<file path="config.mk">
export PLATFORM = sky130hd
export DESIGN_NAME = term_top
export DESIGN_NICKNAME = d
export VERILOG_FILES = /design/src/term_pkg.sv /design/src/esc_parser.sv /design/src/term_state.sv /design/src/cursor_control.sv /design/src/blink_timer.sv /design/src/term_top.sv
export SDC_FILE = /design/constraint.sdc
export NUM_CORES = 1
export LEC_CHECK = 0
export ABC_AREA = 0
export BUFFER_PORTS_ARGS = -buffer_cell sky130_fd_sc_hd__buf_2
export CAP_MARGIN = 20
export CORE_MARGIN = 1
export CORE_UTILIZATION = 60
export DETAILED_ROUTE_END_ITERATION = 10
export GPL_TIMING_DRIVEN = 0
export PLACE_DENSITY_LB_ADDON = 0.2
export SETUP_SLACK_MARGIN = 0.15
export SYNTH_ARGS = -nofsm -noshare
export SYNTH_HDL_FRONTEND = slang
export SYNTH_SLANG_ARGS = --single-unit
</file>
<file path="constraint.sdc">
create_clock -name clk -period 9.25 [get_ports clk]
set_input_delay 1.85 -clock clk [delete_from_list [all_inputs] [get_ports clk]]
set_output_delay 1.85 -clock clk [all_outputs]
set_load 0.005 [all_outputs]
</file>
<file path="src/term_pkg.sv">
package term_pkg;

	// Control bytes
	localparam logic [7:0] CHAR_BS  = 8'h08;
	localparam logic [7:0] CHAR_LF  = 8'h0a;
	localparam logic [7:0] CHAR_VT  = 8'h0b;
	localparam logic [7:0] CHAR_FF  = 8'h0c;
	localparam logic [7:0] CHAR_CR  = 8'h0d;
	localparam logic [7:0] CHAR_ESC = 8'h1b;

	typedef enum logic [4:0] {
		NONE,
		INPUT,    // Printed or control byte
		CUP,      // Cursor position
		CUF,
		CUB,
		CUD,
		CUU,
		VPA,      // Line absolute
		CHA,      // Column absolute
		IND,
		RI,
		NEL,
		DECSTBM,  // Scroll margins
		DECSET,
		DECRST
	} command_t;

	typedef struct packed {
		logic [7:0] x;  // Line
		logic [7:0] y;  // Column
	} cursor_t;

	typedef struct packed {
		logic [7:0] pn1;  // Zero when absent
		logic [7:0] pn2;
		logic [7:0] pchar;
	} param_t;

	typedef struct packed {
		logic origin_mode;
		logic auto_wrap;
		logic cursor_visible;
		logic cursor_blinking;
	} mode_t;

	typedef struct packed {
		logic [7:0] scroll_top;
		logic [7:0] scroll_bottom;
	} attrib_t;

	typedef struct packed {
		mode_t   mode;
		attrib_t attrib;
		cursor_t cursor;
		logic    prev_data;
	} terminal_t;

	typedef struct packed {
		logic       dir;    // 0 up, 1 down
		logic [7:0] step;
		logic [7:0] top;
		logic [7:0] bottom;
		logic       reset;  // CUP below the region, origin mode off
	} scrolling_t;

	function automatic logic is_printable(input logic [7:0] b);
		return (b >= 8'h20) && (b != 8'h7f);
	endfunction

endpackage

</file>
<file path="src/esc_parser.sv">
`timescale 1ns/100ps

module esc_parser
	import term_pkg::*;
(
	input  logic       clk,
	input  logic       rst,
	input  logic       i_byte_valid,
	input  logic [7:0] i_byte,
	output logic       o_cmd_valid,
	output command_t   o_cmd,
	output param_t     o_param
);

	typedef enum logic [1:0] {
		ST_IDLE,
		ST_ESCAPE,
		ST_CSI,
		ST_PRIVATE
	} state_t;

	state_t     state;
	state_t     state_nxt;
	command_t   cmd_nxt;
	logic [7:0] pn1_q;
	logic [7:0] pn2_q;
	logic       sel_q;     // Collecting second parameter
	logic       is_digit;

	// One more decimal digit, held at 255 on overflow
	function automatic logic [7:0] acc_digit(input logic [7:0] acc, input logic [7:0] ch);
		logic [11:0] sum;
		sum = {4'd0, acc} * 12'd10 + {8'd0, ch[3:0]};
		return (sum > 12'd255) ? 8'hff : sum[7:0];
	endfunction

	function automatic command_t csi_final(input logic [7:0] ch, input logic priv);
		command_t c;
		case (ch)
			"H": c = CUP;
			"C": c = CUF;
			"D": c = CUB;
			"B": c = CUD;
			"A": c = CUU;
			"d": c = VPA;
			"G": c = CHA;
			"r": c = DECSTBM;
			"h": c = DECSET;
			"l": c = DECRST;
			default: c = NONE;
		endcase
		if (priv && (c != DECSET) && (c != DECRST))
			c = NONE;  // '?' only goes with h and l
		return c;
	endfunction

	assign is_digit = (i_byte >= "0") && (i_byte <= "9");

	always_comb
	begin
		state_nxt = state;
		cmd_nxt   = NONE;
		if (i_byte_valid)
		begin
			if (i_byte == CHAR_ESC)
				state_nxt = ST_ESCAPE;  // Restarts any open sequence
			else
			begin
				case (state)
					ST_IDLE:
						cmd_nxt = INPUT;
					ST_ESCAPE:
					begin
						state_nxt = (i_byte == "[") ? ST_CSI : ST_IDLE;
						case (i_byte)
							"D": cmd_nxt = IND;
							"E": cmd_nxt = NEL;
							"M": cmd_nxt = RI;
							default: cmd_nxt = NONE;
						endcase
					end
					default:  // CSI body
					begin
						if ((i_byte == "?") && (state == ST_CSI))
							state_nxt = ST_PRIVATE;
						else if (!is_digit && (i_byte != ";"))
						begin
							state_nxt = ST_IDLE;  // Final byte, known or not
							cmd_nxt   = csi_final(i_byte, state == ST_PRIVATE);
						end
					end
				endcase
			end
		end
	end

	always_ff @(posedge clk or posedge rst)
	begin
		if (rst)
		begin
			state       <= ST_IDLE;
			o_cmd_valid <= 1'b0;
			o_cmd       <= NONE;
		end
		else
		begin
			state       <= state_nxt;
			o_cmd_valid <= (cmd_nxt != NONE);
			o_cmd       <= cmd_nxt;
		end
	end

	always_ff @(posedge clk or posedge rst)
	begin
		if (rst)
		begin
			pn1_q <= 8'd0;
			pn2_q <= 8'd0;
			sel_q <= 1'b0;
		end
		else if (i_byte_valid)
		begin
			if (i_byte == CHAR_ESC)
			begin
				pn1_q <= 8'd0;
				pn2_q <= 8'd0;
				sel_q <= 1'b0;
			end
			else if ((state == ST_CSI) || (state == ST_PRIVATE))
			begin
				if (i_byte == ";")
					sel_q <= 1'b1;  // Further fields fold into pn2
				else if (is_digit && !sel_q)
					pn1_q <= acc_digit(pn1_q, i_byte);
				else if (is_digit)
					pn2_q <= acc_digit(pn2_q, i_byte);
			end
		end
	end

	always_ff @(posedge clk)
	begin
		if (i_byte_valid)
			o_param <= '{pn1: pn1_q, pn2: pn2_q, pchar: i_byte};
	end

endmodule

</file>
<file path="src/term_state.sv">
`timescale 1ns/100ps

module term_state
	import term_pkg::*;
#(
	parameter int LINES = 24
)
(
	input  logic     clk,
	input  logic     rst,
	input  logic     i_cmd_valid,
	input  command_t i_cmd,
	input  param_t   i_param,
	output mode_t    o_mode,
	output attrib_t  o_attrib,
	output logic     o_prev_data
);

	localparam logic [7:0] LAST_LINE = 8'(LINES - 1);

	logic [7:0] new_top;
	logic [7:0] new_bottom;
	logic       margins_ok;
	logic       mode_val;    // 1 for DECSET

	assign new_top    = (i_param.pn1 == 8'd0) ? 8'd0 : i_param.pn1 - 8'd1;
	assign new_bottom = (i_param.pn2 == 8'd0) ? LAST_LINE : i_param.pn2 - 8'd1;
	assign margins_ok = (new_top < new_bottom) && (new_bottom <= LAST_LINE);
	assign mode_val   = (i_cmd == DECSET);

	always_ff @(posedge clk or posedge rst)
	begin
		if (rst)
		begin
			o_mode      <= '{origin_mode: 1'b0, auto_wrap: 1'b1,
				cursor_visible: 1'b1, cursor_blinking: 1'b0};
			o_attrib    <= '{scroll_top: 8'd0, scroll_bottom: LAST_LINE};
			o_prev_data <= 1'b0;
		end
		else if (i_cmd_valid)
		begin
			// Only a printed character directly before counts
			o_prev_data <= (i_cmd == INPUT) && is_printable(i_param.pchar);
			case (i_cmd)
				DECSTBM:
				begin
					if (margins_ok)
					begin
						o_attrib.scroll_top    <= new_top;
						o_attrib.scroll_bottom <= new_bottom;
					end
				end
				DECSET, DECRST:
				begin
					case (i_param.pn1)
						8'd6:  o_mode.origin_mode     <= mode_val;
						8'd7:  o_mode.auto_wrap       <= mode_val;
						8'd12: o_mode.cursor_blinking <= mode_val;
						8'd25: o_mode.cursor_visible  <= mode_val;
						default: ;  // Other modes not kept
					endcase
				end
				default: ;
			endcase
		end
	end

endmodule

</file>
<file path="src/cursor_control.sv">
`timescale 1ns/100ps

module cursor_control
	import term_pkg::*;
#(
	parameter int LINES   = 24,
	parameter int COLUMNS = 80
)
(
	input  logic       clk,
	input  logic       rst,
	input  logic       i_cmd_valid,
	input  command_t   i_cmd,
	input  param_t     i_param,
	input  terminal_t  i_term,
	input  logic       i_blink_phase,
	output cursor_t    o_cursor,
	output logic       o_cursor_visible,
	output scrolling_t o_scroll,
	output logic       o_scroll_valid
);

	localparam logic [7:0] LAST_LINE = 8'(LINES - 1);
	localparam logic [7:0] LAST_COL  = 8'(COLUMNS - 1);

	logic [7:0] top;
	logic [7:0] bottom;
	logic [7:0] origin_x;   // Absolute line of relative line 0
	logic [7:0] x_max;      // Highest relative line for CUP and VPA
	logic [7:0] cx;
	logic [7:0] cy;
	logic [7:0] pl;
	logic [7:0] pc;
	logic [7:0] pn;
	logic [7:0] abs_line;   // CUP and VPA target
	logic [7:0] next_x;
	logic       at_bottom;
	logic [7:0] down_lim;
	logic [7:0] up_lim;
	logic [8:0] right_sum;
	logic [8:0] down_sum;
	logic [8:0] up_floor;
	cursor_t    rel_q;      // Kept relative to the origin line
	cursor_t    nxt;        // Next absolute position
	logic       home;
	logic       scroll_up;
	logic       scroll_down;
	logic       scroll_dir_q;
	logic [7:0] scroll_top_q;
	logic [7:0] scroll_bottom_q;

	assign top      = i_term.attrib.scroll_top;
	assign bottom   = i_term.attrib.scroll_bottom;
	assign origin_x = i_term.mode.origin_mode ? top : 8'd0;
	assign x_max    = i_term.mode.origin_mode ? bottom - top : LAST_LINE;
	assign cx       = i_term.cursor.x;
	assign cy       = i_term.cursor.y;

	assign pl = (i_param.pn1 == 8'd0) ? 8'd0 : i_param.pn1 - 8'd1;  // Line
	assign pc = (i_param.pn2 == 8'd0) ? 8'd0 : i_param.pn2 - 8'd1;  // Column
	assign pn = (i_param.pn1 == 8'd0) ? 8'd1 : i_param.pn1;         // Count

	assign abs_line  = origin_x + ((pl > x_max) ? x_max : pl);
	assign at_bottom = (cx == bottom);
	assign next_x    = (at_bottom || (cx == LAST_LINE)) ? cx : cx + 8'd1;

	// Vertical moves stop at a margin only from inside the region
	assign down_lim  = (cx > bottom) ? LAST_LINE : bottom;
	assign up_lim    = (cx < top) ? 8'd0 : top;
	assign right_sum = {1'b0, cy} + {1'b0, pn};
	assign down_sum  = {1'b0, cx} + {1'b0, pn};
	assign up_floor  = {1'b0, up_lim} + {1'b0, pn};

	always_comb
	begin
		nxt         = i_term.cursor;
		home        = 1'b0;
		scroll_up   = 1'b0;
		scroll_down = 1'b0;
		case (i_cmd)
			CUP:
			begin
				nxt.x = abs_line;
				nxt.y = (pc > LAST_COL) ? LAST_COL : pc;
			end
			VPA: nxt.x = abs_line;
			CHA: nxt.y = (pl > LAST_COL) ? LAST_COL : pl;
			CUF: nxt.y = (right_sum > {1'b0, LAST_COL}) ? LAST_COL : right_sum[7:0];
			CUB: nxt.y = (cy < pn) ? 8'd0 : cy - pn;
			CUD: nxt.x = (down_sum > {1'b0, down_lim}) ? down_lim : down_sum[7:0];
			CUU: nxt.x = ({1'b0, cx} < up_floor) ? up_lim : cx - pn;
			IND, NEL:
			begin
				nxt.x     = next_x;
				scroll_up = at_bottom;
				if (i_cmd == NEL)
					nxt.y = 8'd0;
			end
			RI:
			begin
				if (cx == top)
					scroll_down = 1'b1;  // Line held at the top margin
				else if (cx != 8'd0)
					nxt.x = cx - 8'd1;
			end
			DECSTBM: home = 1'b1;
			DECSET, DECRST: home = (i_param.pn1 == 8'd6);  // Origin switch homes
			INPUT:
			begin
				case (i_param.pchar)
					CHAR_LF, CHAR_VT, CHAR_FF:
					begin
						nxt.x     = next_x;
						scroll_up = at_bottom;
					end
					CHAR_CR: nxt.y = 8'd0;
					CHAR_BS: nxt.y = (cy == 8'd0) ? 8'd0 : cy - 8'd1;
					default:
					begin
						if (is_printable(i_param.pchar))
						begin
							if (cy < LAST_COL)
								nxt.y = cy + 8'd1;
							else if (i_term.mode.auto_wrap)
							begin
								nxt.x     = next_x;
								nxt.y     = 8'd0;
								scroll_up = at_bottom;
							end
						end
					end
				endcase
			end
			default: ;
		endcase
	end

	always_ff @(posedge clk or posedge rst)
	begin
		if (rst)
		begin
			rel_q          <= '0;
			o_scroll_valid <= 1'b0;
		end
		else
		begin
			o_scroll_valid <= i_cmd_valid && (scroll_up || scroll_down);
			if (i_cmd_valid && home)
				rel_q <= '0;  // Lands on the new origin line
			else if (i_cmd_valid)
			begin
				rel_q.x <= nxt.x - origin_x;
				rel_q.y <= nxt.y;
			end
		end
	end

	// Scroll record, margins as they were at the request
	always_ff @(posedge clk)
	begin
		if (i_cmd_valid && (scroll_up || scroll_down))
		begin
			scroll_dir_q    <= scroll_down;
			scroll_top_q    <= top;
			scroll_bottom_q <= bottom;
		end
	end

	assign o_scroll.dir    = scroll_dir_q;
	assign o_scroll.step   = 8'd1;  // Every scroll moves one line
	assign o_scroll.top    = scroll_top_q;
	assign o_scroll.bottom = scroll_bottom_q;
	assign o_scroll.reset  = i_cmd_valid && (i_cmd == CUP) &&
		!i_term.mode.origin_mode && (pl > bottom);

	assign o_cursor.x = origin_x + rel_q.x;
	assign o_cursor.y = rel_q.y;

	assign o_cursor_visible = i_term.mode.cursor_blinking ?
		(i_term.mode.cursor_visible & i_blink_phase) : i_term.mode.cursor_visible;

endmodule

</file>
<file path="src/blink_timer.sv">
`timescale 1ns/100ps

module blink_timer #(
	parameter int BLINK_CYCLES = 16
)
(
	input  logic clk,
	input  logic rst,
	output logic o_blink_phase
);

	localparam int CW = (BLINK_CYCLES > 1) ? $clog2(BLINK_CYCLES) : 1;

	logic [CW-1:0] count;

	always_ff @(posedge clk or posedge rst)
	begin
		if (rst)
		begin
			count         <= '0;
			o_blink_phase <= 1'b0;
		end
		else if (count == CW'(BLINK_CYCLES - 1))
		begin
			count         <= '0;
			o_blink_phase <= ~o_blink_phase;  // Phase lasts BLINK_CYCLES
		end
		else
			count <= count + 1'b1;
	end

endmodule

</file>
<file path="src/term_top.sv">
`timescale 1ns/100ps

module term_top
	import term_pkg::*;
#(
	parameter int LINES        = 24,
	parameter int COLUMNS      = 80,
	parameter int BLINK_CYCLES = 16
)
(
	input  logic       clk,
	input  logic       rst,
	input  logic       i_byte_valid,
	input  logic [7:0] i_byte,
	output cursor_t    o_cursor,
	output logic       o_cursor_visible,
	output scrolling_t o_scroll,
	output logic       o_scroll_valid
);

	logic      cmd_valid;
	command_t  cmd;
	param_t    param;
	mode_t     mode;
	attrib_t   attrib;
	logic      prev_data;
	logic      blink_phase;
	terminal_t term;

	// Cursor comes back from its own block
	assign term = '{mode: mode, attrib: attrib, cursor: o_cursor, prev_data: prev_data};

	esc_parser u_parser (
		.clk          (clk),
		.rst          (rst),
		.i_byte_valid (i_byte_valid),
		.i_byte       (i_byte),
		.o_cmd_valid  (cmd_valid),
		.o_cmd        (cmd),
		.o_param      (param)
	);

	term_state #(
		.LINES (LINES)
	) u_state (
		.clk         (clk),
		.rst         (rst),
		.i_cmd_valid (cmd_valid),
		.i_cmd       (cmd),
		.i_param     (param),
		.o_mode      (mode),
		.o_attrib    (attrib),
		.o_prev_data (prev_data)
	);

	cursor_control #(
		.LINES   (LINES),
		.COLUMNS (COLUMNS)
	) u_cursor (
		.clk              (clk),
		.rst              (rst),
		.i_cmd_valid      (cmd_valid),
		.i_cmd            (cmd),
		.i_param          (param),
		.i_term           (term),
		.i_blink_phase    (blink_phase),
		.o_cursor         (o_cursor),
		.o_cursor_visible (o_cursor_visible),
		.o_scroll         (o_scroll),
		.o_scroll_valid   (o_scroll_valid)
	);

	blink_timer #(
		.BLINK_CYCLES (BLINK_CYCLES)
	) u_blink (
		.clk           (clk),
		.rst           (rst),
		.o_blink_phase (blink_phase)
	);

endmodule

</file>
==> flow_metrics.py <==
metrics = {
    "status": {
        "status": "complete, no violations",
    },
    "routing": {
        "wire_per_inst_um": 18.8,
        "firstDrtPassIters": 7,
        "drc_errors": 0,
        "drt_iter0_drc": 1080,
        "wl_mm": 32.7,
        "ant_nets": 0,
        "vias_per_cell": 6.33,
        "vias": 11000,
    },
    "cells_and_area": {
        "fin_nets": 1657,
        "nFillCells": 1568,
        "drive_gt1_share_pct": 11.4,
        "fin_util_pct": 68.0,
        "multi_input_area_mm2": 0.00825,
        "seq_area_mm2": 0.00289,
        "areaGrowthSynthToFinish_pct": 10.4,
        "diodes": 0,
    },
    "timing": {
        "drv_slew": 0,
        "finClkSkew_ns": 0.0111,
        "setup_violations": 0,
        "rsz0062_at_grt": "false",
        "timing.slew.headroom_pct": 15.9,
        "fin_crit_sh_pct": 94.3,
        "finalSetupTns_ns": 0,
        "hold_violations": 0,
        "worst_pin_slew_ns": 1.25,
        "max_freq_ghz": 0.115,
        "period_minus_slack_ns": 8.72,
        "hold_ws_ns": 0.458,
    },
    "logic_synthesis": {
        "synth_area_mm2": 0.0116,
        "yosys.area.top_type": "ha_1",
        "synth.most_common_cell": "ha_1",
        "ys_warn_count": 0,
        "netlist_instances": 1395,
        "yosysUniqueCellTypes": 90,
        "synth.cells.most_frequent": "162 x ha_1, 121 x nor2_1, 114 x nand2_1",
        "synth_edf_count": 41,
        "synth_top_cell_area_share_pct": 17.5,
        "syn_avg_cell_area_um2": 8.32,
        "yosys-top-cells-area": "ha_1 17%, dfrtp_1 13%, edfxtp_1 11%, o21ai_0 4.3%, nor2_1 3.9%",
        "synth-seq-cells": 107,
        "async_flop_share_pct": 61.7,
        "ys_seq_area_share_pct": 24.9,
        "synth_ff_type": "dfrtp_1",
    },
    "placement": {
        "routabilityCongestion": 1.03,
        "io_buffers": 46,
        "dpl.hpwl_mm": 25.0,
    },
    "critical_path": {
        "path_buf_inv": 4,
        "critPathLaunchType": "register",
        "cp_max_fo": 10,
        "cp.required_ns": 9.53,
        "path_class": "reg -> reg",
        "cpPeakStageDelay_ns": 0.45,
        "critPathSlowestCell": "dfrtp_2",
        "path_common_cell": "a21o_1",
        "cp_data_arrival_time_ns": 9.00,
        "cp-end-kind": "register",
        "path_delay_family": "compound AO/OA/AOI/OAI gates",
    },
    "die": {
        "ioPinCount": 55,
        "core_mm2": 0.0188,
        "die_w_um": 141,
        "dieHeight_um": 141,
        "initial_utilization_pct": 61.7,
        "rows": 50,
        "dieArea_mm2": 0.0199,
    },
    "clock_network": {
        "cts.sink_count": 107,
        "path_clk_slew_ns": 0.08,
        "htreeDepth": 3,
        "clk_latency_ns": 0.36,
        "cts_root_buf": "clkbuf_16",
        "cts_buffers": 9,
        "cts_tree": "yes",
        "clk_path_buf_depth": 2,
    },
    "job": {
        "maxCapViolations": 0,
    },
    "global_routing": {
        "grt_overflow": 0,
        "grt_usage_pct": 33.2,
        "grt_max_degree": 67,
        "first_global_vias": 10200,
        "antenna_found_initial": 0,
        "grt_pass1_wl_mm": 51.9,
    },
    "pwr": {
        "leakagePower_nw": 5.66,
        "ir_worst_vdd_mv": 0.108,
        "power.density_mw_per_mm2": 168,
    },
    "worst_hold_path": {
        "min_path_type": "reg -> reg",
    },
}
-- placed cells by master (no fill, tap or decap), drive strengths merged, types with 14 or more instances in the layout --
cell and instances:
ha 162, nor2 121, nand2 115, o21ai 108, inv 96, buf 89, a21oi 83, dfrtp 60
clkbuf 45, edfxtp 41, xnor2 41, nand3 39, xor2 34, nor3 32, nand2b 30, nor2b 29
a21o 24, and2 21, o31ai 16, nand4 15, and3 14, o211ai 14
-- per-layer routing --
metal | track usage [%] | vias up | part of all wire (%)
li1 | - | 5240 | -
met1 | 42.9 | 5117 | 42
met4 | 17.1 | 0 | 5.1
met5 | 0 | - | 0
met2 | 54.5 | 537 | 46
met3 | 4.18 | 113 | 7.3
-- worst reg2reg max path: cells and delay by family, from the launching register on --
kind / cells / cell delay (ns)
buffers and inverters: 4 / 0.74
adder cells (fa/ha/maj): 5 / 1.31
flip-flops: 1 / 0.45
XOR/XNOR: 2 / 0.24
AND/OR/NAND/NOR: 9 / 1.68
AO/OA/AOI/OAI: 22 / 4.21
-- flip-flops by register name (all words and copies together), names as in the netlist, 2 cells and up --
name,cells
u_parser.o_param,24
u_state.o_mode,4
u_state.o_attrib,16
u_blink.count,4
u_cursor.scroll_bottom_q,8
u_parser.o_cmd,4
u_parser.state,2
u_cursor.scroll_top_q,8
u_cursor.rel_q,8
u_cursor.o_cursor,8
u_parser.pn1_q,8
u_parser.pn2_q,8
-- cell type report --
| cell class | count | area share (%) |
|---|---|---|
| Clock inverter | 7 | 0.684 |
| Inverter | 93 | 2.74 |
| Timing Repair Buffer | 61 | 2.71 |
| Tap cell | 260 | 2.54 |
| Sequential cell | 107 | 22.6 |
| Buffer | 64 | 2.59 |
| Multi-Input combinational cell | 1137 | 64.4 |
| Clock buffer | 9 | 1.76 |
-- per-stage QoR --
| step | std cells | total power, mW | instance area (um2) | setup slack (ns) |
|---|---|---|---|---|
| after floorplan | 1401 | 1.39 | 11600 | 0.604 |
| after global placement | 1707 | 1.63 | 12200 | -1.40 |
| after CTS | 1730 | 2.08 | 12600 | 0.157 |
| final | 1738 | 2.15 | 12800 | 0.529 |
| after detailed placement | 1709 | 1.65 | 12200 | -0.968 |
| after global routing | 1738 | 2.30 | 12800 | 0.0801 |
-- worst paths after layout --
check / from / to / slack [ns] / cells past startpoint
max: u_state.o_mode[3]$_DFFE_PP0P_ / u_cursor.rel_q[15]$_DFFE_PP0N_ / 0.53 / 42
min: u_state.o_attrib[10]$_DFFE_PP0P_ / u_cursor.scroll_top_q[2]$_DFFE_PP_ / 0.46 / 0
max reg2reg: u_state.o_mode[3]$_DFFE_PP0P_ / u_cursor.rel_q[15]$_DFFE_PP0N_ / 0.53 / 42
min reg2reg: u_state.o_attrib[10]$_DFFE_PP0P_ / u_cursor.scroll_top_q[2]$_DFFE_PP_ / 0.46 / 0
max in group asynchronous: rst / u_state.o_mode[3]$_DFFE_PP0P_ / 7.00 / 2
min in group asynchronous: rst / u_blink.count[1]$_DFF_PP0_ / 1.67 / 2
-- logic make-up (layout without fill, tap and decap cells) --
logic type,after synthesis,after routing,share of synthesized area (%)
compound gates,383,383,21.7
simple gates,478,478,20.6
flops,107,107,24.9
xor+xnor,76,76,5.85
fa+ha+maj,175,175,19.5
buf+inv,157,234,5.69
other cells,2,8,0.0647
mux,17,17,1.71
-- what timing repair did --
action | CTS | global route
pin swaps | 5 | 11
setup endpoints to repair | 4 | 2
buffers inserted | 5 | 8
gates resized for setup | 14 | 36
hold buffers | 0 | 0
-- power breakdown --
part | leakage [nW] | switching [mW] | total, mW | internal (mW)
combinational | 4.28 | 0.662 | 1.16 | 0.502
clock | 0.149 | 0.204 | 0.400 | 0.196
sequential | 1.23 | 0.0619 | 0.587 | 0.526
No activity file was read; power rests on OpenSTA's default activity.
